--- config.mk ---
export PLATFORM = sky130hd
export DESIGN_NAME = mem_port
export DESIGN_NICKNAME = d
export VERILOG_FILES = /design/src/source/dcache_pkg.sv /design/src/source/mem_port.sv
export SDC_FILE = /design/constraint.sdc
export NUM_CORES = 1
export LEC_CHECK = 0
export CORE_AREA = 2 2 128 130
export CTS_BUF_LIST = sky130_fd_sc_hd__clkbuf_8
export DETAILED_ROUTE_END_ITERATION = 10
export DIE_AREA = 0 0 130 132
export DONT_BUFFER_PORTS = 1
export PLACE_DENSITY = 0.38
export SYNTH_ARGS = -nofsm -noshare
export SYNTH_HDL_FRONTEND = slang
export SYNTH_SLANG_ARGS = --single-unit
--- constraint.sdc ---
create_clock -name i_clk -period 5.83 [get_ports i_clk]
set_input_delay 1.166 -clock i_clk [delete_from_list [all_inputs] [get_ports i_clk]]
set_output_delay 1.166 -clock i_clk [all_outputs]
set_load 0.01 [all_outputs]
--- src/source/dcache_pkg.sv ---
package dcache_pkg;

	localparam int ADDR_WIDTH = 32;
	localparam int WORD_WIDTH = 32;
	localparam int WORDS_PER_LINE = 4;
	localparam int NUM_WAYS = 4;
	localparam int NUM_SETS = 16;
	localparam int OFFSET_WIDTH = $clog2(WORDS_PER_LINE);
	localparam int INDEX_WIDTH = $clog2(NUM_SETS);
	// byte offset inside a line
	localparam int LINE_OFFSET_WIDTH = OFFSET_WIDTH + 2;
	localparam int TAG_WIDTH = ADDR_WIDTH - INDEX_WIDTH - LINE_OFFSET_WIDTH;
	localparam int WAY_WIDTH = $clog2(NUM_WAYS);
	localparam int PLRU_WIDTH = NUM_WAYS - 1;
	localparam int VICTIM_DEPTH = 2;
	localparam int VICTIM_PTR_WIDTH = $clog2(VICTIM_DEPTH);

	typedef logic [WORD_WIDTH-1:0] word_t;
	typedef word_t [WORDS_PER_LINE-1:0] line_t;
	typedef logic [TAG_WIDTH-1:0] tag_t;
	typedef logic [INDEX_WIDTH-1:0] index_t;
	typedef logic [WAY_WIDTH-1:0] way_t;

	typedef enum logic [1:0] {
		IDLE,
		LOOKUP,
		EVICT,
		REFILL
	} ctrl_state_t;

	typedef struct packed {
		logic valid;
		logic write;
		logic [ADDR_WIDTH-1:0] addr;
		word_t wdata;
		logic [3:0] be;
	} cpu_req_t;

	typedef struct packed {
		logic valid;
		word_t rdata;
	} cpu_rsp_t;

	// one write into the tag and data arrays
	typedef struct packed {
		logic we;
		way_t way;
		index_t index;
		tag_t tag;
		line_t line;
		logic valid;
		logic dirty;
	} way_wr_t;

	typedef struct packed {
		logic valid;
		logic [ADDR_WIDTH-1:0] addr;
		line_t line;
	} victim_t;

	typedef struct packed {
		logic valid;
		logic [ADDR_WIDTH-1:0] addr;
	} fill_req_t;

	typedef struct packed {
		logic valid;
		word_t data;
		logic last;
	} fill_word_t;

	typedef struct packed {
		logic psel;
		logic penable;
		logic pwrite;
		logic [ADDR_WIDTH-1:0] paddr;
		word_t pwdata;
	} apb_req_t;

	typedef struct packed {
		word_t prdata;
		logic pready;
	} apb_rsp_t;

	function automatic word_t merge_bytes(input word_t old_word, input word_t new_word,
			input logic [3:0] be);
		word_t result;
		result = old_word;
		for (int b = 0; b < 4; b++) begin
			if (be[b]) begin
				result[8*b +: 8] = new_word[8*b +: 8];
			end
		end
		return result;
	endfunction

endpackage

--- src/source/mem_port.sv ---
`timescale 1ns/1ps

module mem_port import dcache_pkg::*; (
	input logic i_clk,
	input logic i_rst,
	input victim_t i_head,
	output logic o_pop,
	input fill_req_t i_fill_req,
	output fill_word_t o_fill,
	output apb_req_t o_apb,
	input apb_rsp_t i_apb
);

	typedef enum logic [1:0] {
		MP_IDLE,
		MP_SETUP,
		MP_ACCESS
	} mp_state_t;

	mp_state_t r_state;
	logic r_write;
	logic [OFFSET_WIDTH-1:0] r_word_cnt;
	logic [ADDR_WIDTH-LINE_OFFSET_WIDTH-1:0] r_line_addr;
	logic w_done, w_last;

	assign w_done = (r_state == MP_ACCESS) && i_apb.pready;
	assign w_last = &r_word_cnt;

	assign o_apb.psel = (r_state != MP_IDLE);
	assign o_apb.penable = (r_state == MP_ACCESS);
	assign o_apb.pwrite = r_write;
	assign o_apb.paddr = {r_line_addr, r_word_cnt, 2'b00};
	// head entry stays put until its last word is popped
	assign o_apb.pwdata = i_head.line[r_word_cnt];

	assign o_fill.valid = w_done && !r_write;
	assign o_fill.data = i_apb.prdata;
	assign o_fill.last = w_last;
	assign o_pop = w_done && r_write && w_last;

	always_ff @(posedge i_clk) begin
		if (i_rst) begin
			r_state <= MP_IDLE;
			r_write <= 1'b0;
			r_word_cnt <= '0;
		end else begin
			case (r_state)
				MP_IDLE: begin
					r_word_cnt <= '0;
					// dirty victims drain before any refill
					if (i_head.valid) begin
						r_write <= 1'b1;
						r_state <= MP_SETUP;
					end else if (i_fill_req.valid) begin
						r_write <= 1'b0;
						r_state <= MP_SETUP;
					end
				end
				MP_SETUP: r_state <= MP_ACCESS;
				MP_ACCESS: begin
					if (i_apb.pready) begin
						r_word_cnt <= r_word_cnt + 1'b1;
						r_state <= w_last ? MP_IDLE : MP_SETUP;
					end
				end
				default: r_state <= MP_IDLE;
			endcase
		end
	end

	always_ff @(posedge i_clk) begin
		if (r_state == MP_IDLE) begin
			r_line_addr <= i_head.valid ? i_head.addr[ADDR_WIDTH-1:LINE_OFFSET_WIDTH]
				: i_fill_req.addr[ADDR_WIDTH-1:LINE_OFFSET_WIDTH];
		end
	end

	a_apb_setup: assert property (@(posedge i_clk) disable iff (i_rst)
		$rose(o_apb.penable) |-> $past(o_apb.psel && !o_apb.penable))
		else $error("penable raised without a setup cycle");

endmodule

[Word-level counts from Yosys, hierarchy flattened]
Cells that the tools add are included.
Storage, ports and cells
  logic and storage cells: 35
  bits in registers: 33
  input port bits: 229
  output and inout bits: 102
Cells by class
  reduce and logical (&&, ||, !) cells: 13
  equal/unequal tests: 4
  order comparisons: 1
  muxes and demuxes: 12
  add/sub/neg operators: 1
Operators by type and width (number)
  32-bit binary-select mux with 2-bit select: 1
  32-bit 2-to-1 mux: 1
  28-bit 2-to-1 mux: 1
  2-bit 2-to-1 mux: 4
  2-bit AND reduction: 4
  2-bit one-hot mux with 3 select lines: 1
  2-bit nonzero test: 3
  1-bit logical AND: 4
  2-bit one-hot mux with 2 select lines: 1
  2-bit by 3-bit less-than comparator with 1-bit output, second input constant: 1
  1-bit 2-to-1 mux: 3
  3-bit != test, second input constant: 1
  2-bit by 1-bit adder with 2-bit output, second input constant: 1
  2-bit by 1-bit == test with 1-bit output, second input constant: 1
  2-bit == test, second input constant: 1
  2-bit logical NOT: 1
  2-bit by 1-bit != test with 1-bit output, second input constant: 1
  1-bit logical NOT: 1

[Longest topological paths before layout]
  word-level depth: 4
  gate-level depth with buffers: 4
  depth with buffers taken out: 4

[Worst setup path before layout]
Ideal clock, no wire load.
  kind: register to output
  start: register r_state[0]
  end: output o_apb[66] (netlist name)
  cell stages (with the launch flop): 3
  setup slack: 2.765 ns
  buffers on the path: 0
  arrival: 1.899 ns
  data required time: 4.664 ns
  path through: dfxtp_1 nor2_1 inv_1
RTL lines
  start, declared: line mem_port.sv:20  | mp_state_t r_state;
  start signal, assigned: line mem_port.sv:63  | r_state <= w_last ? MP_IDLE : MP_SETUP;
  end, declared: line mem_port.sv:10  | output apb_req_t o_apb,

==> results.ini <==
[detailed_routing]
first_iter_violations=23
drcViolationCount=0
wl_per_cell_um=23.0
drt-vias-per-instance=4.06
ant_nets=0
via_count=1408
drt_wl_total_um=7980
dr.pass1.iters=4

[logic_synthesis]
synth-main-ff-cell=edfxtp_1
async_flop_share_pct=0
synth-edff-count=28
netlist_top_cells_count=buf_4, mux4_2, edfxtp_1, mux2_2, buf_2
synth_cell_type_count=26
netlist_area_um2=2500
netlist.area_leader.share_pct=33.6
ys_warn_count=0
avgSynthCellArea_um2=15.2
ys_ff_latch=33
yosysTopAreaCell=edfxtp_1
syn_inst=165
ys_seq_area_share_pct=37.6
yosysMostFrequentCell=buf_4
synth.area.top_cells=edfxtp_1, mux4_2, mux2_2

[sta]
tns_ps=0
worst_slew_pin_slew_ps=862
relSlewSlack_pct=42.6
fmax_mhz=327
skew_ps=5.03
period_share_pct=52.5
rsz0062_at_grt=false
timing.hold.ws_ps=592
finalCriticalPeriod_ps=3060
setup_viol=0
maxSlewViolCount=0
hold_viol=0

[grt]
overflow=0
grt_max_degree=37
grt_pass1_vias=1603
antenna_found_initial=1
grt_first_pass_wirelength_um=10100
grt_util_all_layers_pct=8.28

[floorplanning]
die_x_um=130
fp.dieH_um=132
io_pins=331
num_rows=46
core_um2=15700
fp.dieArea_um2=17200
floorplan.initialDensity_pct=15.9

[placement]
port_buffers=0
place_congestion=0.717
dp_hpwl_um=6630

[layout]
layout-area-overhead-vs-synth_pct=1.95
drive_above_1_share_pct=55.0
nNetsFinal=358
nFillCells=1728

[setup_path]
path_cells=buf_4, mux4_1
crit_path_start_kind=register
critPathSlowestCell=mux4_1
path_max_fanout=36
cp_data_required_time_ps=4660
crit_path_max_incr_delay_ps=760
critical_path_arrival_ps=1890
critPathCaptureType=primary output
crit_type=reg2out

[clocking]
cts_tree=yes
cts_setup_buffers=0
cts_buffer_depth=2
cts.repair.resized=0
hold_buffers=0
htree_levels=2
clkLatencyLatePin_ps=280
clock-root-buffer=clkbuf_8
numCtsBuffers=5
clk_pin_slew_ps=70
cts.sinks=33

[status]
status=completed

[hold_path]
min_path_type=reg2reg

[power]
power-per-cell-area_nw_per_um2=248
p_leak_nw=0.740
vdd_drop_max_v=0.000111

[flow_run]
drv_cap=0

routing by layer:
metal | vias up | share of wire [%] | GRT usage [%]
met5 | - | 0 | 0
met4 | 0 | 3.0 | 2.69
li1 | 538 | - | -
met2 | 199 | 51 | 16.1
met3 | 11 | 17 | 4.59
met1 | 660 | 29 | 6.85
worst max-delay path: cells and delay by family, from the launching register on:
kind                   cells  cell delay, ps
flip-flops                 1             310
buffers and inverters      1             500
multiplexers               1             760
cells in the final DEF, fill, tap and decap left out, types with 2 or more instances in the layout:
cell	count
diode_2	2
inv_1	3
edfxtp_1	28
clkbuf_8	6
dfxtp_1	3
dfxtp_2	2
nor2_1	2
o21ai_0	2
mux2_2	28
nand2_1	2
mux4_2	29
conb_1	2
a21oi_1	4
buf_4	2
mux4_1	3
nor2b_1	2
layout make-up:
class                           instances  area [um^2]  area share (%)
Antenna cell                            2         5.00           0.196
Clock buffer                            6         82.6            3.24
Clock inverter                          2         37.5            1.47
Inverter                                3         11.3           0.442
Multi-Input combinational cell         83         1180            46.4
Sequential cell                        33          943            37.0
Tap cell                              216          270            10.6
Timing Repair Buffer                    2         15.0           0.589
where the power goes:
group          switching (mW)  total, mW  internal (mW)  leakage, nW
sequential             0.0273      0.320          0.292        0.322
clock                  0.0889      0.228          0.139       0.0574
combinational          0.0424     0.0843         0.0419        0.361
state kept, by name, indices dropped and copies added (netlist names):
name	count
r_write	1
r_line_addr	28
r_word_cnt	2
r_state	2
kinds of logic after synthesis:
group / Yosys count / synth area share [%]
AND/OR/NAND/NOR: 12 / 2.55
AO/OA/AOI/OAI: 7 / 1.60
buffers and inverters: 50 / 15.3
adder cells (fa/ha/maj): 1 / 0.500
flip-flops: 33 / 37.6
other: 1 / 0.150
multiplexers: 61 / 42.3
per-stage QoR:
stage	cells	util, %	instance area, um^2	setup slack (ps)	total power [mW]
after floorplan	166	-	2500	2770	0.419
after global placement	337	15.4	2420	2890	0.413
after detailed placement	337	15.4	2420	2900	0.411
after CTS	345	16.2	2540	2720	0.647
after global routing	345	16.2	2540	2660	0.661
final	347	16.2	2550	2770	0.632
path summary, 6_finish.rpt:
| kind | start | end | slack (ps) | cells after the start |
|---|---|---|---|---|
| setup / recovery | r_word_cnt[0]$_SDFFE_PP0P_ | o_apb[1] | 2770 | 2 |
| hold / removal | r_state[0]$_SDFFE_PP0P_ | r_state[0]$_SDFFE_PP0P_ | 590 | 1 |
| setup reg to reg | r_word_cnt[1]$_SDFFE_PP0P_ | r_state[0]$_SDFFE_PP0P_ | 4140 | 4 |
| hold reg to reg | r_state[0]$_SDFFE_PP0P_ | r_state[0]$_SDFFE_PP0P_ | 590 | 1 |
Power figures use the tool's default switching activity.
