<file path="src/source/dcache_pkg.sv">
package dcache_pkg;

	localparam int ADDR_WIDTH = 32;
	localparam int WORD_WIDTH = 32;
	localparam int WORDS_PER_LINE = 4;
	localparam int NUM_WAYS = 4;
	localparam int NUM_SETS = 16;
	localparam int OFFSET_WIDTH = $clog2(WORDS_PER_LINE);
	localparam int INDEX_WIDTH = $clog2(NUM_SETS);
	// byte offset inside a line
	localparam int LINE_OFFSET_WIDTH = OFFSET_WIDTH + 2;
	localparam int TAG_WIDTH = ADDR_WIDTH - INDEX_WIDTH - LINE_OFFSET_WIDTH;
	localparam int WAY_WIDTH = $clog2(NUM_WAYS);
	localparam int PLRU_WIDTH = NUM_WAYS - 1;
	localparam int VICTIM_DEPTH = 2;
	localparam int VICTIM_PTR_WIDTH = $clog2(VICTIM_DEPTH);

	typedef logic [WORD_WIDTH-1:0] word_t;
	typedef word_t [WORDS_PER_LINE-1:0] line_t;
	typedef logic [TAG_WIDTH-1:0] tag_t;
	typedef logic [INDEX_WIDTH-1:0] index_t;
	typedef logic [WAY_WIDTH-1:0] way_t;

	typedef enum logic [1:0] {
		IDLE,
		LOOKUP,
		EVICT,
		REFILL
	} ctrl_state_t;

	typedef struct packed {
		logic valid;
		logic write;
		logic [ADDR_WIDTH-1:0] addr;
		word_t wdata;
		logic [3:0] be;
	} cpu_req_t;

	typedef struct packed {
		logic valid;
		word_t rdata;
	} cpu_rsp_t;

	// one write into the tag and data arrays
	typedef struct packed {
		logic we;
		way_t way;
		index_t index;
		tag_t tag;
		line_t line;
		logic valid;
		logic dirty;
	} way_wr_t;

	typedef struct packed {
		logic valid;
		logic [ADDR_WIDTH-1:0] addr;
		line_t line;
	} victim_t;

	typedef struct packed {
		logic valid;
		logic [ADDR_WIDTH-1:0] addr;
	} fill_req_t;

	typedef struct packed {
		logic valid;
		word_t data;
		logic last;
	} fill_word_t;

	typedef struct packed {
		logic psel;
		logic penable;
		logic pwrite;
		logic [ADDR_WIDTH-1:0] paddr;
		word_t pwdata;
	} apb_req_t;

	typedef struct packed {
		word_t prdata;
		logic pready;
	} apb_rsp_t;

	function automatic word_t merge_bytes(input word_t old_word, input word_t new_word,
			input logic [3:0] be);
		word_t result;
		result = old_word;
		for (int b = 0; b < 4; b++) begin
			if (be[b]) begin
				result[8*b +: 8] = new_word[8*b +: 8];
			end
		end
		return result;
	endfunction

endpackage

</file>
<file path="src/source/plru_table.sv">
`timescale 1ns/1ps

module plru_table import dcache_pkg::*; (
	input logic i_clk,
	input logic i_rst,
	input index_t i_index,
	input logic i_touch,
	input way_t i_touch_way,
	output way_t o_victim_way
);

	// bit 0 picks the half, bits 1 and 2 pick the way in each half
	logic [NUM_SETS-1:0][PLRU_WIDTH-1:0] r_bits;
	index_t r_index;
	logic [PLRU_WIDTH-1:0] w_cur;

	assign w_cur = r_bits[r_index];
	assign o_victim_way = w_cur[0] ? {1'b1, w_cur[2]} : {1'b0, w_cur[1]};

	always_ff @(posedge i_clk) begin
		r_index <= i_index;
	end

	always_ff @(posedge i_clk) begin
		if (i_rst) begin
			r_bits <= '0;
		end else if (i_touch) begin
			// point every level away from the touched way
			r_bits[r_index][0] <= ~i_touch_way[1];
			if (i_touch_way[1]) begin
				r_bits[r_index][2] <= ~i_touch_way[0];
			end else begin
				r_bits[r_index][1] <= ~i_touch_way[0];
			end
		end
	end

endmodule

</file>
<file path="config.mk">
export PLATFORM = sky130hd
export DESIGN_NAME = plru_table
export DESIGN_NICKNAME = d
export VERILOG_FILES = /design/src/source/dcache_pkg.sv /design/src/source/plru_table.sv
export SDC_FILE = /design/constraint.sdc
export NUM_CORES = 1
export LEC_CHECK = 0
export BUFFER_PORTS_ARGS = -buffer_cell sky130_fd_sc_hd__buf_2
export CORE_MARGIN = 4
export CORE_UTILIZATION = 50
export CTS_CLUSTER_DIAMETER = 60
export DETAILED_ROUTE_END_ITERATION = 8
export PLACE_DENSITY = 0.74
export SLEW_MARGIN = 25
export SYNTH_ARGS = -nofsm -noshare
export SYNTH_HDL_FRONTEND = slang
export SYNTH_SLANG_ARGS = --single-unit
</file>
<file path="constraint.sdc">
create_clock -name i_clk -period 2.3 [get_ports i_clk]
set_clock_uncertainty 0.1 [all_clocks]
set_input_delay 0.115 -clock i_clk [delete_from_list [all_inputs] [get_ports i_clk]]
set_output_delay 0.115 -clock i_clk [all_outputs]
set_load 0.005 [all_outputs]
</file>
# == Word-level counts from Yosys, hierarchy flattened ==
# Cells that the tools add are included.
# word_totals
regBits,52
in_bits,9
elab_cells,35
# classes
magnitude_cmp,2
mux,13
bitwise_logic,2
n_reduce_logical,1
# ops
op,count
48-bit bitwise mux,3
48-bit 2-to-1 mux,1
3-bit demux with 4-bit select,3
3-bit binary-select mux with 4-bit select,1
3-bit 2-to-1 mux,2
"4-bit by 5-bit < comparator with 1-bit output, second input constant",1
"4-bit by 1-bit >= comparator with 1-bit output, second input constant",1
2-bit 2-to-1 mux,2
1-bit inverter,2
1-bit logical AND,1
1-bit 2-to-1 mux,1

# == Depth between registers and ports, before layout ==
# logic_depth
word_depth,7
mapped_depth,7
ltp_nobuf,4

# == Worst setup path after synthesis ==
# Ideal clock, no wire load.
# synth_path
path_type,flip-flop to output port
start,register r_index[0]
end,output port o_victim_way[0]
arrival_ps,1524
required_time_ps,2085
slack_ps,561
stages_incl_launch_ff,6
cell_sequence,dfxtp_1 > buf_6 > mux4_2 > a22oi_2 > nand3_2 > mux2_4
# synth_via
elab_chain_len,3
# synth_rtl
item,line_no,rtl
from (decl),plru_table.sv:14,index_t r_index;
from (signal assigned),plru_table.sv:21,r_index <= i_index;
3-bit binary-select mux with 4-bit select,plru_table.sv:17,assign w_cur = r_bits[r_index];
3-bit 2-to-1 mux (not written as such),plru_table.sv:17,
2-bit 2-to-1 mux,plru_table.sv:18,"assign o_victim_way = w_cur[0] ? {1'b1, w_cur[2]} : {1'b0, w_cur[1]};"
to (decl),plru_table.sv:9,output way_t o_victim_way
# No other way between the ends. The select of a mux whose other input is x is not followed.

# == Final worst setup path ==
# Same ends and word-level chain as after synthesis.

==> impl_results.md <==
* Outcome: complete, no violations
* Row count at 25
* Routability cong. at between 0.8 and 0.9
* Post-Synthesis Cells at 255
* Footprint of the multi-input gates at about 1200 sq um
* Internal Pwr Total at about 1400 uW
* RSZ-0062 raised after global routing: false
* Final Hold Vio Count at 0
* Crit path kind: reg -> out
* GR Util met2 at a little under a third
* Max Clk Rate at between 400 and 500 MHz
* DR DRC count at 0
* Die height at 77.44 um
* Synthesized cell area at 2411 sq um
* Power Total at between 1500 and 2000 uW
* Netlist cell types at 30
* Busiest layer in global routing: met2
* Longest Clk Path Bufs at 2
* TNS Setup at 0 ns
* First-pass GRT wire length at slightly above 9000 um
* Buf+Inv Stages, Crit Path at 1
* NumNets Final at around 270
* Minimum setup slack after placement at approximately 0.16 ns
* Hold Crit Class: in -> reg
* Remaining antenna violation count at 0
* Met3 Track Usage GR at 4.524%
* Max_cap viols at 0
* Worst path max stage delay at ~0.57 ns
* Stages on the worst setup path at 5
* Routed vias at 1906
* DRT Wirelength at 5426 um
* CP endpoint: o_victim_way[0]
* Worst setup slack after layout at 0.06675 ns
* VDD IR max at about 280 uV
* Reg2reg start: r_index[2]
* Clock-pin slew on the worst setup and hold paths at roughly 0.090 ns
* Initial Util at between 50% and 60%
* Core box area at between 4000 and 5000 sq um
* Register area at between 1000 and 1500 sq um
* Antenna Diode Count at 0
* Worst EP required at between 2 and 2.5 ns
* Most used DFF post-synth: dfxtp_1
* CP startpoint: r_index[0]
* Slowest cell on crit path: mux4_1
* Synth Warn # at 0
* Port Buf Inserts at 10
* Seq/Total Area, Yosys at between 40% and 50%
* CP Data Arrival Time at between 2 and 2.5 ns
* Power share of the clock group at between 30% and 40%
* Via/cell ratio at between 5 and 6
* Iter 0 DRT Violations at approximately 130
* Pwr dens at 659.9 nW/um^2
* Layout cell share with drive strength beyond 1 at ~19%
* Max Transition Viols Final at 0
* Post-Syn Nets at ~260
* Area Growth Syn to Fin at 10.59%
* Die X at approximately 77 um
* Period utilization at 97.10%
* Clk Latency, worst-skew pair at around 0.30 ns
* Reg2reg end: r_bits[11]
* Largest net degree at the start of global routing at approximately 50
* Sw Ratio at between 20% and 30%
* Vias in the first global route at ~1900
* CTS Sinks at 52
* Finished Core Util at a little under three fifths
* FF-to-FF path depth at 5
* DRT Pass-1 Iters at 5
* TritonCTS clock tree: done
* Worst Setup End Kind: output pin
* Crit-path cells: mux4_1, a22oi_1, nand3_1, mux2_4, buf_2
* Slew @ Worst Pin at roughly 0.90 ns
* FF+latch count, synth at between 50 and 60
* CTS Root Cell: clkbuf_8
* Cts bufs inserted at 5
* Die footprint at 5997 sq um
* CP Max Fanout at 12
* I/O Pins at 11
* Seq pwr share at about 53%
* Syn_area_per_cell at about 9.5 sq um
* Asr flop ratio synth at 0%
* Relative slew slack at 40.27%
* Sw Pwr at about 400 uW
* Detailed Place HPWL at 3665 um
* Tot GR Track Use at about a fifth
* GRT Residual Overflow at 0
* Met1 GRT Util at 25.24%
* Setup Fix Bufs, Post-CTS at 0
* Top Family by Delay on Critical Path: multiplexers
* H-tree Lvls at 2
* Startpoint Class: flip-flop
* DR WL/cell at about 17 um
* Pleak at ~0.0009 uW
* Initial antenna violation count at 0
* Combinational Power Share at roughly 8.3%
* Tmin final at ~2.2 ns
* Layout fillers at 400
* EDFF count, synth at 0
* R2R Setup Slk at around 0.23 ns
* Final setup fails at 0
==> cell type report <==
type                            instances  share of cell area, %
Multi-Input combinational cell        178                  46.50
Inverter                                1                 0.1408
Timing Repair Buffer                   26                  6.757
Clock inverter                          1                  1.126
Clock buffer                            7                  3.613
Sequential cell                        52                  39.32
Tap cell                               54                  2.534
==> metal layers <==
layer  share of wire, %  vias to the layer above  routed length [um]
li1                   -                      956                   -
met2                 49                       49                2656
met1                 45                      895                2462
met5                  0                        -                   0
met4                1.0                        0                  54
met3                4.6                        6                 252
==> how the worst min path moves through the flow <==
stage                           from         end  depth (start not counted)
after floorplan           i_index[0]  r_index[0]                          0
after global placement    i_index[3]  r_index[3]                          1
after detailed placement  i_index[2]  r_index[2]                          1
after CTS                    i_touch   r_bits[0]                          4
after global routing         i_touch   r_bits[0]                          4
final                        i_touch   r_bits[0]                          4
==> power groups by stage <==
| stage | Clock [uW] | Sequential [uW] | Combinational (uW) |
|---|---|---|---|
| floorplan | 0 | 943 | 116 |
| global route | 729 | 941 | 159 |
| CTS | 691 | 938 | 146 |
| detailed placement | 0 | 959 | 140 |
| finish | 675 | 938 | 147 |
| global placement | 0 | 959 | 138 |
==> through the flow <==
step / std cells / hold slack [ns] / area (sq um)
2_1_floorplan: 255 / 0.04272 / 2411
3_3_place_gp: 307 / 0.1173 / 2492
3_5_place_dp: 307 / 0.1186 / 2492
4_1_cts: 319 / 0.2395 / 2664
5_1_grt: 319 / 0.2725 / 2666
6_report: 319 / 0.2590 / 2666
==> layout by cell type (no fill, tap or decap), types with 3 or more instances in the layout <==
master          n
buf_4          12
nand2_1         3
nor4_1          3
nor2_1         56
dlygate4sd3_1   4
and3_1          5
nand3_1         6
dfxtp_1        50
clkbuf_8        7
mux4_2          6
nor3_2          8
a211oi_1       32
nor3_1         34
mux4_1          6
buf_2          10
==> sequential cells by signal, summed over array words and instances (netlist names) <==
name,cells
r_index,4
r_bits,48
==> tightest hold or removal path, delay by kind of cell <==
family          cells  cell delay (ns)
simple gates        2             0.22
compound gates      1             0.15
buf+inv             1             0.13
==> synthesized netlist by cell type (all sizes together) (3+ instances only) <==
cell type / n / area [sq um]
a22oi: 3 / 27.52
nor4: 4 / 31.28
and3: 5 / 31.28
clkbuf: 11 / 41.29
nor2: 56 / 210.2
dfxtp: 52 / 1041
buf: 13 / 85.08
mux4: 12 / 292.8
a211oi: 32 / 240.2
nand3: 7 / 40.04
nand2: 4 / 22.52
nor3: 42 / 250.2
==> what timing repair did <==
action                                  CTS  global route
hold endpoints to repair                  4             0
endpoints found under the setup margin    1             1
gates cloned                              0             0
pin swaps                                 0             0
hold buffers                              4             0
gates resized for setup                   3             1
==> cell families (layout without fill, tap and decap cells) <==
group	after synthesis	after routing	share of synthesized area (%)
flip-flops	52	52	43.18
multiplexers	13	13	12.77
buffers and inverters	25	35	5.397
AND/OR/NAND/NOR	126	126	26.62
AO/OA/AOI/OAI	39	39	12.04
(Power assumes the default switching activity.)
