[src/source/dcache_pkg.sv]
package dcache_pkg;

	localparam int ADDR_WIDTH = 32;
	localparam int WORD_WIDTH = 32;
	localparam int WORDS_PER_LINE = 4;
	localparam int NUM_WAYS = 4;
	localparam int NUM_SETS = 16;
	localparam int OFFSET_WIDTH = $clog2(WORDS_PER_LINE);
	localparam int INDEX_WIDTH = $clog2(NUM_SETS);
	// byte offset inside a line
	localparam int LINE_OFFSET_WIDTH = OFFSET_WIDTH + 2;
	localparam int TAG_WIDTH = ADDR_WIDTH - INDEX_WIDTH - LINE_OFFSET_WIDTH;
	localparam int WAY_WIDTH = $clog2(NUM_WAYS);
	localparam int PLRU_WIDTH = NUM_WAYS - 1;
	localparam int VICTIM_DEPTH = 2;
	localparam int VICTIM_PTR_WIDTH = $clog2(VICTIM_DEPTH);

	typedef logic [WORD_WIDTH-1:0] word_t;
	typedef word_t [WORDS_PER_LINE-1:0] line_t;
	typedef logic [TAG_WIDTH-1:0] tag_t;
	typedef logic [INDEX_WIDTH-1:0] index_t;
	typedef logic [WAY_WIDTH-1:0] way_t;

	typedef enum logic [1:0] {
		IDLE,
		LOOKUP,
		EVICT,
		REFILL
	} ctrl_state_t;

	typedef struct packed {
		logic valid;
		logic write;
		logic [ADDR_WIDTH-1:0] addr;
		word_t wdata;
		logic [3:0] be;
	} cpu_req_t;

	typedef struct packed {
		logic valid;
		word_t rdata;
	} cpu_rsp_t;

	// one write into the tag and data arrays
	typedef struct packed {
		logic we;
		way_t way;
		index_t index;
		tag_t tag;
		line_t line;
		logic valid;
		logic dirty;
	} way_wr_t;

	typedef struct packed {
		logic valid;
		logic [ADDR_WIDTH-1:0] addr;
		line_t line;
	} victim_t;

	typedef struct packed {
		logic valid;
		logic [ADDR_WIDTH-1:0] addr;
	} fill_req_t;

	typedef struct packed {
		logic valid;
		word_t data;
		logic last;
	} fill_word_t;

	typedef struct packed {
		logic psel;
		logic penable;
		logic pwrite;
		logic [ADDR_WIDTH-1:0] paddr;
		word_t pwdata;
	} apb_req_t;

	typedef struct packed {
		word_t prdata;
		logic pready;
	} apb_rsp_t;

	function automatic word_t merge_bytes(input word_t old_word, input word_t new_word,
			input logic [3:0] be);
		word_t result;
		result = old_word;
		for (int b = 0; b < 4; b++) begin
			if (be[b]) begin
				result[8*b +: 8] = new_word[8*b +: 8];
			end
		end
		return result;
	endfunction

endpackage

[src/source/dcache_ctrl.sv]
`timescale 1ns/1ps

module dcache_ctrl import dcache_pkg::*; (
	input logic i_clk,
	input logic i_rst,
	input cpu_req_t i_req,
	output logic o_req_ready,
	output cpu_rsp_t o_rsp,
	output index_t o_rd_index,
	input tag_t [NUM_WAYS-1:0] i_tags,
	input logic [NUM_WAYS-1:0] i_valids,
	input logic [NUM_WAYS-1:0] i_dirties,
	input line_t [NUM_WAYS-1:0] i_lines,
	output way_wr_t o_wr,
	output logic o_touch,
	output way_t o_touch_way,
	input way_t i_victim_way,
	output victim_t o_push,
	input logic i_full,
	output fill_req_t o_fill_req,
	input fill_word_t i_fill
);

	ctrl_state_t r_state, w_next;
	cpu_req_t r_req;
	way_t r_way;
	logic [OFFSET_WIDTH-1:0] r_fill_cnt;
	line_t r_fill_line;

	tag_t w_req_tag;
	index_t w_req_index;
	logic [OFFSET_WIDTH-1:0] w_req_offset;
	logic w_hit, w_lookup_hit, w_fill_done, w_accept;
	way_t w_hit_way;
	line_t w_fill_line, w_src_line, w_new_line;

	assign w_req_tag = r_req.addr[ADDR_WIDTH-1 -: TAG_WIDTH];
	assign w_req_index = r_req.addr[LINE_OFFSET_WIDTH +: INDEX_WIDTH];
	assign w_req_offset = r_req.addr[2 +: OFFSET_WIDTH];

	// tag compare over all ways
	always_comb begin
		w_hit = 1'b0;
		w_hit_way = '0;
		for (int w = 0; w < NUM_WAYS; w++) begin
			if (i_valids[w] && i_tags[w] == w_req_tag) begin
				w_hit = 1'b1;
				w_hit_way = way_t'(w);
			end
		end
	end

	assign w_lookup_hit = (r_state == LOOKUP) && w_hit;
	assign w_fill_done = (r_state == REFILL) && i_fill.valid && i_fill.last;
	assign o_req_ready = (r_state == IDLE) || w_lookup_hit;
	assign w_accept = i_req.valid && o_req_ready;

	// hold the set while a miss is in progress
	assign o_rd_index = o_req_ready ? i_req.addr[LINE_OFFSET_WIDTH +: INDEX_WIDTH] : w_req_index;

	// refill line with the word arriving this cycle
	always_comb begin
		w_fill_line = r_fill_line;
		w_fill_line[r_fill_cnt] = i_fill.data;
	end

	always_comb begin
		w_src_line = (r_state == REFILL) ? w_fill_line : i_lines[w_hit_way];
		w_new_line = w_src_line;
		if (r_req.write) begin
			w_new_line[w_req_offset] = merge_bytes(w_src_line[w_req_offset], r_req.wdata,
				r_req.be);
		end
	end

	assign o_rsp.valid = w_lookup_hit || w_fill_done;
	assign o_rsp.rdata = w_src_line[w_req_offset];

	assign o_touch = w_lookup_hit || w_fill_done;
	assign o_touch_way = w_fill_done ? r_way : w_hit_way;

	always_comb begin
		o_wr = '0;
		o_wr.way = w_fill_done ? r_way : w_hit_way;
		o_wr.index = w_req_index;
		o_wr.tag = w_req_tag;
		o_wr.line = w_new_line;
		o_wr.valid = 1'b1;
		o_wr.dirty = r_req.write;
		// store hits write back, refills always install
		o_wr.we = (w_lookup_hit && r_req.write) || w_fill_done;
	end

	assign o_push.valid = (r_state == EVICT) && !i_full;
	assign o_push.addr = {i_tags[r_way], w_req_index, {LINE_OFFSET_WIDTH{1'b0}}};
	assign o_push.line = i_lines[r_way];

	assign o_fill_req.valid = (r_state == REFILL);
	assign o_fill_req.addr = {r_req.addr[ADDR_WIDTH-1:LINE_OFFSET_WIDTH],
		{LINE_OFFSET_WIDTH{1'b0}}};

	always_comb begin
		w_next = r_state;
		case (r_state)
			IDLE: begin
				if (i_req.valid) begin
					w_next = LOOKUP;
				end
			end
			LOOKUP: begin
				if (w_hit) begin
					w_next = i_req.valid ? LOOKUP : IDLE;
				end else if (i_valids[i_victim_way] && i_dirties[i_victim_way]) begin
					w_next = EVICT;
				end else begin
					w_next = REFILL;
				end
			end
			EVICT: begin
				if (!i_full) begin
					w_next = REFILL;
				end
			end
			REFILL: begin
				if (w_fill_done) begin
					w_next = IDLE;
				end
			end
			default: w_next = IDLE;
		endcase
	end

	always_ff @(posedge i_clk) begin
		if (i_rst) begin
			r_state <= IDLE;
			r_fill_cnt <= '0;
		end else begin
			r_state <= w_next;
			if (r_state == REFILL && i_fill.valid) begin
				r_fill_cnt <= r_fill_cnt + 1'b1;
			end
		end
	end

	always_ff @(posedge i_clk) begin
		if (w_accept) begin
			r_req <= i_req;
		end
		if (r_state == LOOKUP && !w_hit) begin
			r_way <= i_victim_way;
		end
		if (r_state == REFILL && i_fill.valid) begin
			r_fill_line[r_fill_cnt] <= i_fill.data;
		end
	end

	// a miss answers only with the final refill word
	a_rsp_state: assert property (@(posedge i_clk) disable iff (i_rst)
		o_rsp.valid |-> (r_state == LOOKUP) || (r_state == REFILL && &r_fill_cnt))
		else $error("response outside lookup or refill completion");

endmodule

[config.mk]
export PLATFORM = sky130hd
export DESIGN_NAME = dcache_ctrl
export DESIGN_NICKNAME = d
export VERILOG_FILES = /design/src/source/dcache_pkg.sv /design/src/source/dcache_ctrl.sv
export SDC_FILE = /design/constraint.sdc
export NUM_CORES = 1
export LEC_CHECK = 0
export ABC_AREA = 1
export BUFFER_PORTS_ARGS = -buffer_cell sky130_fd_sc_hd__buf_2
export CAP_MARGIN = 20
export CORE_AREA = 2 2 441 443
export CTS_BUF_LIST = sky130_fd_sc_hd__clkbuf_8
export DETAILED_ROUTE_END_ITERATION = 10
export DIE_AREA = 0 0 443 445
export GPL_TIMING_DRIVEN = 1
export PLACE_DENSITY_LB_ADDON = 0.15
export SLEW_MARGIN = 10
export SYNTH_ARGS = -nofsm -noshare
export SYNTH_HDL_FRONTEND = slang
export SYNTH_SLANG_ARGS = --single-unit
[constraint.sdc]
create_clock -name i_clk -period 6.6 [get_ports i_clk]
set_clock_uncertainty 0.15 [all_clocks]
set_input_delay 1.32 -clock i_clk [delete_from_list [all_inputs] [get_ports i_clk]]
set_output_delay 1.32 -clock i_clk [all_outputs]
set_load 0.02 [all_outputs]
Yosys cells after proc, flatten, opt, wreduce, memory -nomap -nowiden
Index checks and enable logic that the tools add are counted.
- bits in read-only memories: 0
- input port bits: 725
- output and inout port bits: 396
- bits in latches: 0
- word-level logic and storage cells: 94
- memory bits (writable): 0
- register bits after elaboration: 203
- memories kept: 0
- shift-type cells: 0
- multiply operators: 0
- eq/ne operators: 10
- bitwise logic cells: 0
- reductions and logical operators: 21
- add/sub/neg operators: 1
- order comparisons: 7
- divide/modulo/power cells: 0
- mux-type cells: 44
- operators by type and width (operator ; count):
    $bmux 128 s2 ; 2
    $mux 128 ; 4
    $bwmux 128 ; 2
    $demux 32 s2 ; 2
    $eq 24x24->1 ; 4
    $mux 32 ; 3
    $bmux 32 s2 ; 1
    $mux 8 ; 8
    $bmux 24 s2 ; 1
    $mux 24 ; 1
    $lt 2x3->1 const B ; 5
    $logic_and 1x1->1 ; 14
    $mux 2 ; 7
    $mux 1 ; 9
    $pmux 2 s4 ; 1
    $bmux 1 s2 ; 2
    $eq 2x2->1 const B ; 2
    $ge 2x1->1 const B ; 2
    $mux 4 ; 1
    $ne 2x2->1 const B ; 2
    $logic_or 1x1->1 ; 3
    $reduce_and 3->1 ; 1
    $add 2x1->2 const B ; 1
    $eq 2x1->1 const B ; 1
    3 further kinds ; 4

Depth between registers and ports, before layout
Gate-level depths: netlist of the first run.
- depth after elaboration: 14
- gate-level depth with buffers: 23
- gate-level depth less buffers: 20

Worst setup path after synthesis of the first run
No wires, ideal clock.
- path kind: input to output
- from: in i_fill[33] (netlist name)
- to: out o_wr[158] (netlist name)
- stages: 5
- path buffers: 1
- slack: -0.331 ns
- data arrival time: 5.461 ns
- required time: 5.130 ns
- cells stage by stage: nand2_1 -> inv_1 -> nand2_1 -> o21ai_0 -> buf_4
- cells in the longest elaborated chain, start to end: 3
- ends and longest elaborated chain (what ; RTL line ; RTL):
    start: declaration ; dcache_ctrl.sv:21 ; input fill_word_t i_fill
    $logic_and 1x1->1 (2 in series) ; dcache_ctrl.sv:54 ; assign w_fill_done = (r_state == REFILL) && i_fill.valid && i_fill.last;
    $mux 2 ; n/a ;
    end: declaration ; dcache_ctrl.sv:14 ; output way_wr_t o_wr,
Every way passes these cells.

==> results of run 1 <==
[final timing paths]
path,from,to,cells past startpoint
hold / removal,r_fill_cnt[0]$_SDFFE_PP0P_,r_fill_cnt[0]$_SDFFE_PP0P_,2
hold reg to reg,r_fill_cnt[0]$_SDFFE_PP0P_,r_fill_cnt[0]$_SDFFE_PP0P_,2
setup reg to reg,o_fill_req[28]$_DFFE_PP_,r_req[35]$_DFFE_PP_,18
setup / recovery,i_tags[80],o_wr[2],22
[timing repair]
item                                    in CTS  in global routing
hold endpoints to repair                     0                  0
hold buffers                                 0                  0
setup buffers                               10                 20
endpoints found under the setup margin      23                 45
gates resized for setup                      0                  1
[cell type report]
class | count | share of cell area [%]
repair buffers | 1308 | 21.0
multi-input cells | 3311 | 43.4
flip-flops and latches | 201 | 17.2
clock inverters | 38 | 0.525
inverters | 604 | 6.58
well taps | 2526 | 9.08
diodes | 27 | 0.194
clock buffers | 49 | 1.94
[power by group through the flow]
stage	clock network [mW]	registers (mW)	logic, mW
2_1_floorplan	0	1.62	2.35
3_3_place_gp	0	1.71	4.53
3_5_place_dp	0	1.71	4.52
4_1_cts	1.54	1.66	4.57
5_1_grt	1.59	1.64	4.90
6_report	1.47	1.64	4.60
[metal layers]
layer / share of wire (%) / up-vias / global-route usage, %
met4: 2.0 / 36 / 3.70
met3: 6.5 / 266 / 3.74
met1: 47 / 16600 / 29.7
met5: 0.099 / - / 0
met2: 44 / 1519 / 32.6
li1: - / 16400 / -
[placed cells by master, fill, tap and decap left out, types with 39 or more instances in the layout]
master / count
a21oi_1: 510
buf_2: 1109
buf_4: 177
clkbuf_8: 49
edfxtp_1: 197
inv_1: 602
nand2_1: 1483
nand3_1: 715
nand3b_1: 97
nor2_1: 183
o21ai_0: 182
or2_2: 39
[state kept, by name, indices dropped and copies added (netlist names), named ones only]
register / flops
r_way: 2
r_req: 38
r_fill_line: 128
r_state: 1
r_fill_cnt: 2
o_wr: 1
o_fill_req: 28
[logic make-up after synthesis]
group                    Yosys count  share of synthesized area [%]
AND/OR/NAND/NOR                 2544                           43.7
buffers and inverters            974                           16.5
AO/OA/AOI/OAI                    721                           14.6
flip-flops                       201                           23.9
XOR/XNOR                          33                           1.15
adder cells (fa/ha/maj)            4                          0.199
other                              2                         0.0299
[critical path: stages]
cell	delay (ps)
buf_2	150
inv_1	50
nand2_1	50
nand2_1	110
nor2_1	250
and2_1	230
nand2_1	70
nor2_1	280
nand2_8	140
nand2_8	280
buf_12	280
nand2_1	80
nand2_1	60
nand3_1	190
buf_4	290
nand3_1	60
nand2_1	60
nor2_1	150
nand2_1	140
nand3_1	150
nand2_1	200
buf_2	220
==> summary.txt, run 1 <==
Layout
  • FILL cells: 22.8k
  • Layout cells sized above 1: 26.2%
  • Register area: 6000 um^2
  • Post-route cell area: 34800 um^2
  • P&R area growth vs syn: 38.6%
  • Post-layout util: a little under a fifth
  • # nets final: 6204
  • Area of the multi-input gates: about 15000 um^2
  • Non-filler instance count after layout: slightly above 8k

Clock network
  • CTS tree: built
  • H-tree Lvls: 2
  • Total CTS buffers: slightly below 50
  • Clock root buffer: clkbuf_8
  • CTS clk-pin slew, worst paths: approximately 60 ps
  • Clock Sinks: 201
  • Clock Path Buffers: 3
  • Worst-Skew Late Latency: 770 ps

Placed design
  • Cell area after placement: approximately 34000 um^2
  • HPWL after DPL: 173000 um
  • Final Wtd Congestion: 0.960
  • DP Cell Count: 7920
  • PortBufs: 1109
  • Pre-CTS setup slack: approximately 190 ps

Pwr
  • Sw frac: 54.7%
  • Cell Int Power: 3.49 mW
  • Leakage: 18.2 nW
  • Sequential Power Share: a little over a fifth
  • PwrDens: 221 nW/um^2
  • Design Power: between 7 and 8 mW
  • Share of total power in combinational logic: 59.6%
  • Psw: 4.22 mW
  • Max VDD drop: between 0.0001 and 0.00015 V
  • Clock Power Share: 19.0%

Floorplanning
  • IO Pins: 1121
  • Core region area: approximately 190000 um^2
  • # rows: roughly 160
  • Die Span Y: 445 um
  • Die area: 197000 um^2
  • Die Width: ~440 um
  • Initial core utilization: 13.1%

Timing
  • Worst Setup Slack, final: between 200 and 250 ps
  • Final setup viols: 0
  • Achievable Freq: between 0.15 and 0.2 GHz
  • Relative slew margins: a little under a fifth
  • RSZ-0062 raised after global routing: false
  • Pins Over Slew Limit: 0
  • Hold Slack: 377 ps
  • Fin crit share: 96.7%
  • Post-route minimum period: roughly 6400 ps
  • Worst Max-Slew Pin Slew: 1220 ps
  • Final Hold Fails: 0
  • Setup TNS: 0 ps

Worst setup path
  • Critical path peak fanout: 37
  • Worst path required time: between 5000 and 6000 ps
  • Critical Path AT: approximately 4900 ps
  • Reg2Reg Setup Slack: around 2200 ps
  • CP Launch Type: input pin
  • CP Capture Type: output port
  • Crit Path Class: input pin to output port

Drt
  • WL per Instance: between 20 and 30 um
  • Routed wire length: 217000 um
  • Initial DRT Pass Iterations: 8
  • Vias: about 35k
  • Post-route ant nets: 0
  • DRT iter0 DRCs: 3270
  • DR DRC count: 0
  • Vias per inst: 4.31

Logic synthesis
  • Post-synth ARST share: 0%
  • Post-synth top cells: nand2_1 (1486), nand3_1 (716), inv_1 (587)
  • Post-synthesis sequential area ratio: about a quarter
  • Synth area leaders: edfxtp_1 (24%), nand2_1 (22%), nand3_1 (14%), a21oi_1 (10%), inv_1 (8.8%)
  • Area of the mapped netlist: ~25000 um^2
  • Unique masters post-synth: 40
  • Mean Syn Cell Area: approximately 5.6 um^2
  • Cells after Synth: 4479
  • Synth Warn #: 0
  • Post-synth EDFFs: 197
  • Number of synthesized register bits: 201
  • Cell taking the most area after synthesis: edfxtp_1
  • Main flop type after synthesis: edfxtp_1
  • Post-synth top area share: approximately a quarter
  • Most numerous cell in the Yosys netlist: nand2_1

Global route
  • Initial antenna violation count: 109
  • First-pass GRT wire length: 283000 um
  • All-Layer GR Usage: slightly above 20%
  • Remaining Overflow, GRT: 0
  • Largest net degree at the start of global routing: 130
  • Vias in the first global route: 31.3k

Min path
  • Hold Path Class: flip-flop to flip-flop

Flow run
  • Maxcap violations: 0

Run status
  • Outcome: completed
Power figures use the tool's default switching activity.
==> inputs of run 2 (changes only) <==
- CTS_BUF_LIST: sky130_fd_sc_hd__clkbuf_8 -> not set
- clock period: 6.6 -> 7.9 ns (I/O delays scaled with it)
==> run 2 against run 1 <==
Non-clock buffer count is 115 lower. Die area stayed put. Register-to-register slack better by 500 ps. Clock power hardly changed. Final area is 2.2% lower. Count of clock-buffer cells in the layout is 6 lower. Worst setup slack better by 480 ps. Highest routed layer unchanged.
==> summary.txt, run 2 (same netlist as run 1, synthesis figures left out) <==
Run status
  • Outcome: completed

Floorplanning
  • Initial core utilization: 13.1%
  • IO Pins: 1121
  • Die area: 197000 um^2
  • Core region area: between 150000 and 200000 um^2
  • Die Span Y: 445 um
  • # rows: approximately 160
  • Die Width: 443 um

Clock network
  • Clock root buffer: clkbuf_16
  • Worst-Skew Late Latency: around 600 ps
  • CTS tree: built
  • CTS clk-pin slew, worst paths: 50 ps
  • Post-CTS Setup Bufs: 0
  • Cts hold-fix bufs: 0
  • Cts repair resizes: 0
  • Clock Sinks: 201
  • Clock Path Buffers: 3
  • Total CTS buffers: 34
  • H-tree Lvls: 2

Placed design
  • HPWL after DPL: 171000 um
  • DP Cell Count: 7835
  • Final Wtd Congestion: 0.941
  • PortBufs: 1109

Worst setup path
  • Worst path required time: 6170 ps
  • CP Capture Type: output port
  • CP bufs+invs: 4
  • Critical path peak fanout: 40
  • CP max stage delay: 550 ps
  • Critical Path AT: approximately 5500 ps
  • Top delay family on crit path: simple AND/OR/NAND/NOR gates
  • Crit Path Class: input pin to output port
  • Crit path cell chain: buf_2 > inv_1 > nand2_1 > nand2_1 > nor2_1 > and2_1 > nand2_1 > nor2_1 > nand2_8 > nand2_8 > buf_4 > nand2_1 > nand2_1 > nand3_1 > nand3_1 > nand2_1 > nor2_1 > nand2_1 > nand3_1 > nand2_1 > buf_2
  • CP Launch Type: input pin
  • Slowest cell on crit path: nand3_1
  • CP dominant cell by count: nand2_1

Global route
  • All-Layer GR Usage: 20.5%
  • Remaining Overflow, GRT: 0
  • Initial antenna violation count: 108
  • Vias in the first global route: 31.2k
  • First-pass GRT wire length: 280000 um
  • Largest net degree at the start of global routing: 177

Layout
  • FILL cells: 22.7k
  • Top reg by flops: r_fill_line
  • Commonest non-fill, non-tap cells in the layout: nand2_1 (1483), buf_2 (1109), nand3_1 (716)
  • Layout cells sized above 1: 24.5%
  • Register area: 6000 um^2
  • P&R area growth vs syn: 35.6%
  • Non-filler instance count after layout: approximately 8k
  • Commonest non-fill, non-tap cell in the layout: nand2_1
  • Area of the multi-input gates: 15100 um^2
  • # nets final: 6074
  • Post-layout util: approximately 18%
  • Largest register FFs: 128

Timing
  • Worst Max-Slew Pin Slew: 1170 ps
  • Final setup viols: 0
  • Final Hold Fails: 0
  • RSZ-0062 raised after global routing: false
  • Fin crit share: 91.1%
  • Relative slew margins: 21.0%
  • Pins Over Slew Limit: 0
  • Setup TNS: 0 ps
  • Achievable Freq: 0.139 GHz
  • Post-route minimum period: 7200 ps

Drt
  • DRT iter0 DRCs: 3120
  • Initial DRT Pass Iterations: 6
  • Vias: 34.3k
  • Post-route ant nets: 0
  • WL per Instance: 26.9 um
  • Vias per inst: about 4.3
  • DR DRC count: 0
  • Routed wire length: 214000 um

Flow run
  • Maxcap violations: 0

Min path
  • Hold Path Class: flip-flop to flip-flop

Pwr
  • Leakage: 17.6 nW
  • Max VDD drop: 0.000128 V
  • PwrDens: 193 nW/um^2
-- run 2: cell type report --
type | instances | share of cell area [%]
repair buffers | 1193 | 18.7
clock buffers | 43 | 2.60
flip-flops and latches | 201 | 17.6
well taps | 2526 | 9.29
clock inverters | 16 | 0.334
multi-input cells | 3311 | 44.4
inverters | 604 | 6.73
diodes | 46 | 0.338
-- run 2: path summary, 6_finish.rpt --
check	from	end	slack [ps]	cells past startpoint
worst max-delay path	i_tags[80]	o_wr[37]	700	21
worst min-delay path	r_fill_cnt[0]$_SDFFE_PP0P_	r_fill_cnt[0]$_SDFFE_PP0P_	370	2
worst max register to register	o_fill_req[25]$_DFFE_PP_	r_req[4]$_DFFE_PP_	2740	18
worst min register to register	r_fill_cnt[0]$_SDFFE_PP0P_	r_fill_cnt[0]$_SDFFE_PP0P_	370	2
-- run 2: where the power goes --
part           internal, mW  switching [mW]
registers              1.29           0.115
clock network         0.824           0.666
logic                 0.952            2.73
total                  3.07            3.51
-- run 2: routing by layer --
layer  global-route usage (%)  share of wire [%]  up-vias
li1                         -                  -    16100
met4                     4.22                2.1       40
met5                        0               0.12        -
met3                     3.75                6.1      266
met1                     29.4                 48    16500
met2                     31.8                 44     1363
-- run 2: worst min-delay path: cells and delay by family, from the launching register on --
family          cells  cell delay (ps)
compound gates      1               60
simple gates        1               70
flops               1              340
-- run 2: stage by stage --
| step | setup WS (ps) | total power [mW] | area, um^2 | hold slack (ps) |
|---|---|---|---|---|
| 5_1_grt | 521 | 6.90 | 34000 | 396 |
| 6_report | 704 | 6.58 | 34000 | 371 |
| 2_1_floorplan | 449 | 3.32 | 25100 | 323 |
| 3_5_place_dp | 734 | 5.11 | 32900 | 369 |
| 4_1_cts | 732 | 6.64 | 33900 | 377 |
| 3_3_place_gp | 729 | 5.11 | 32900 | 367 |
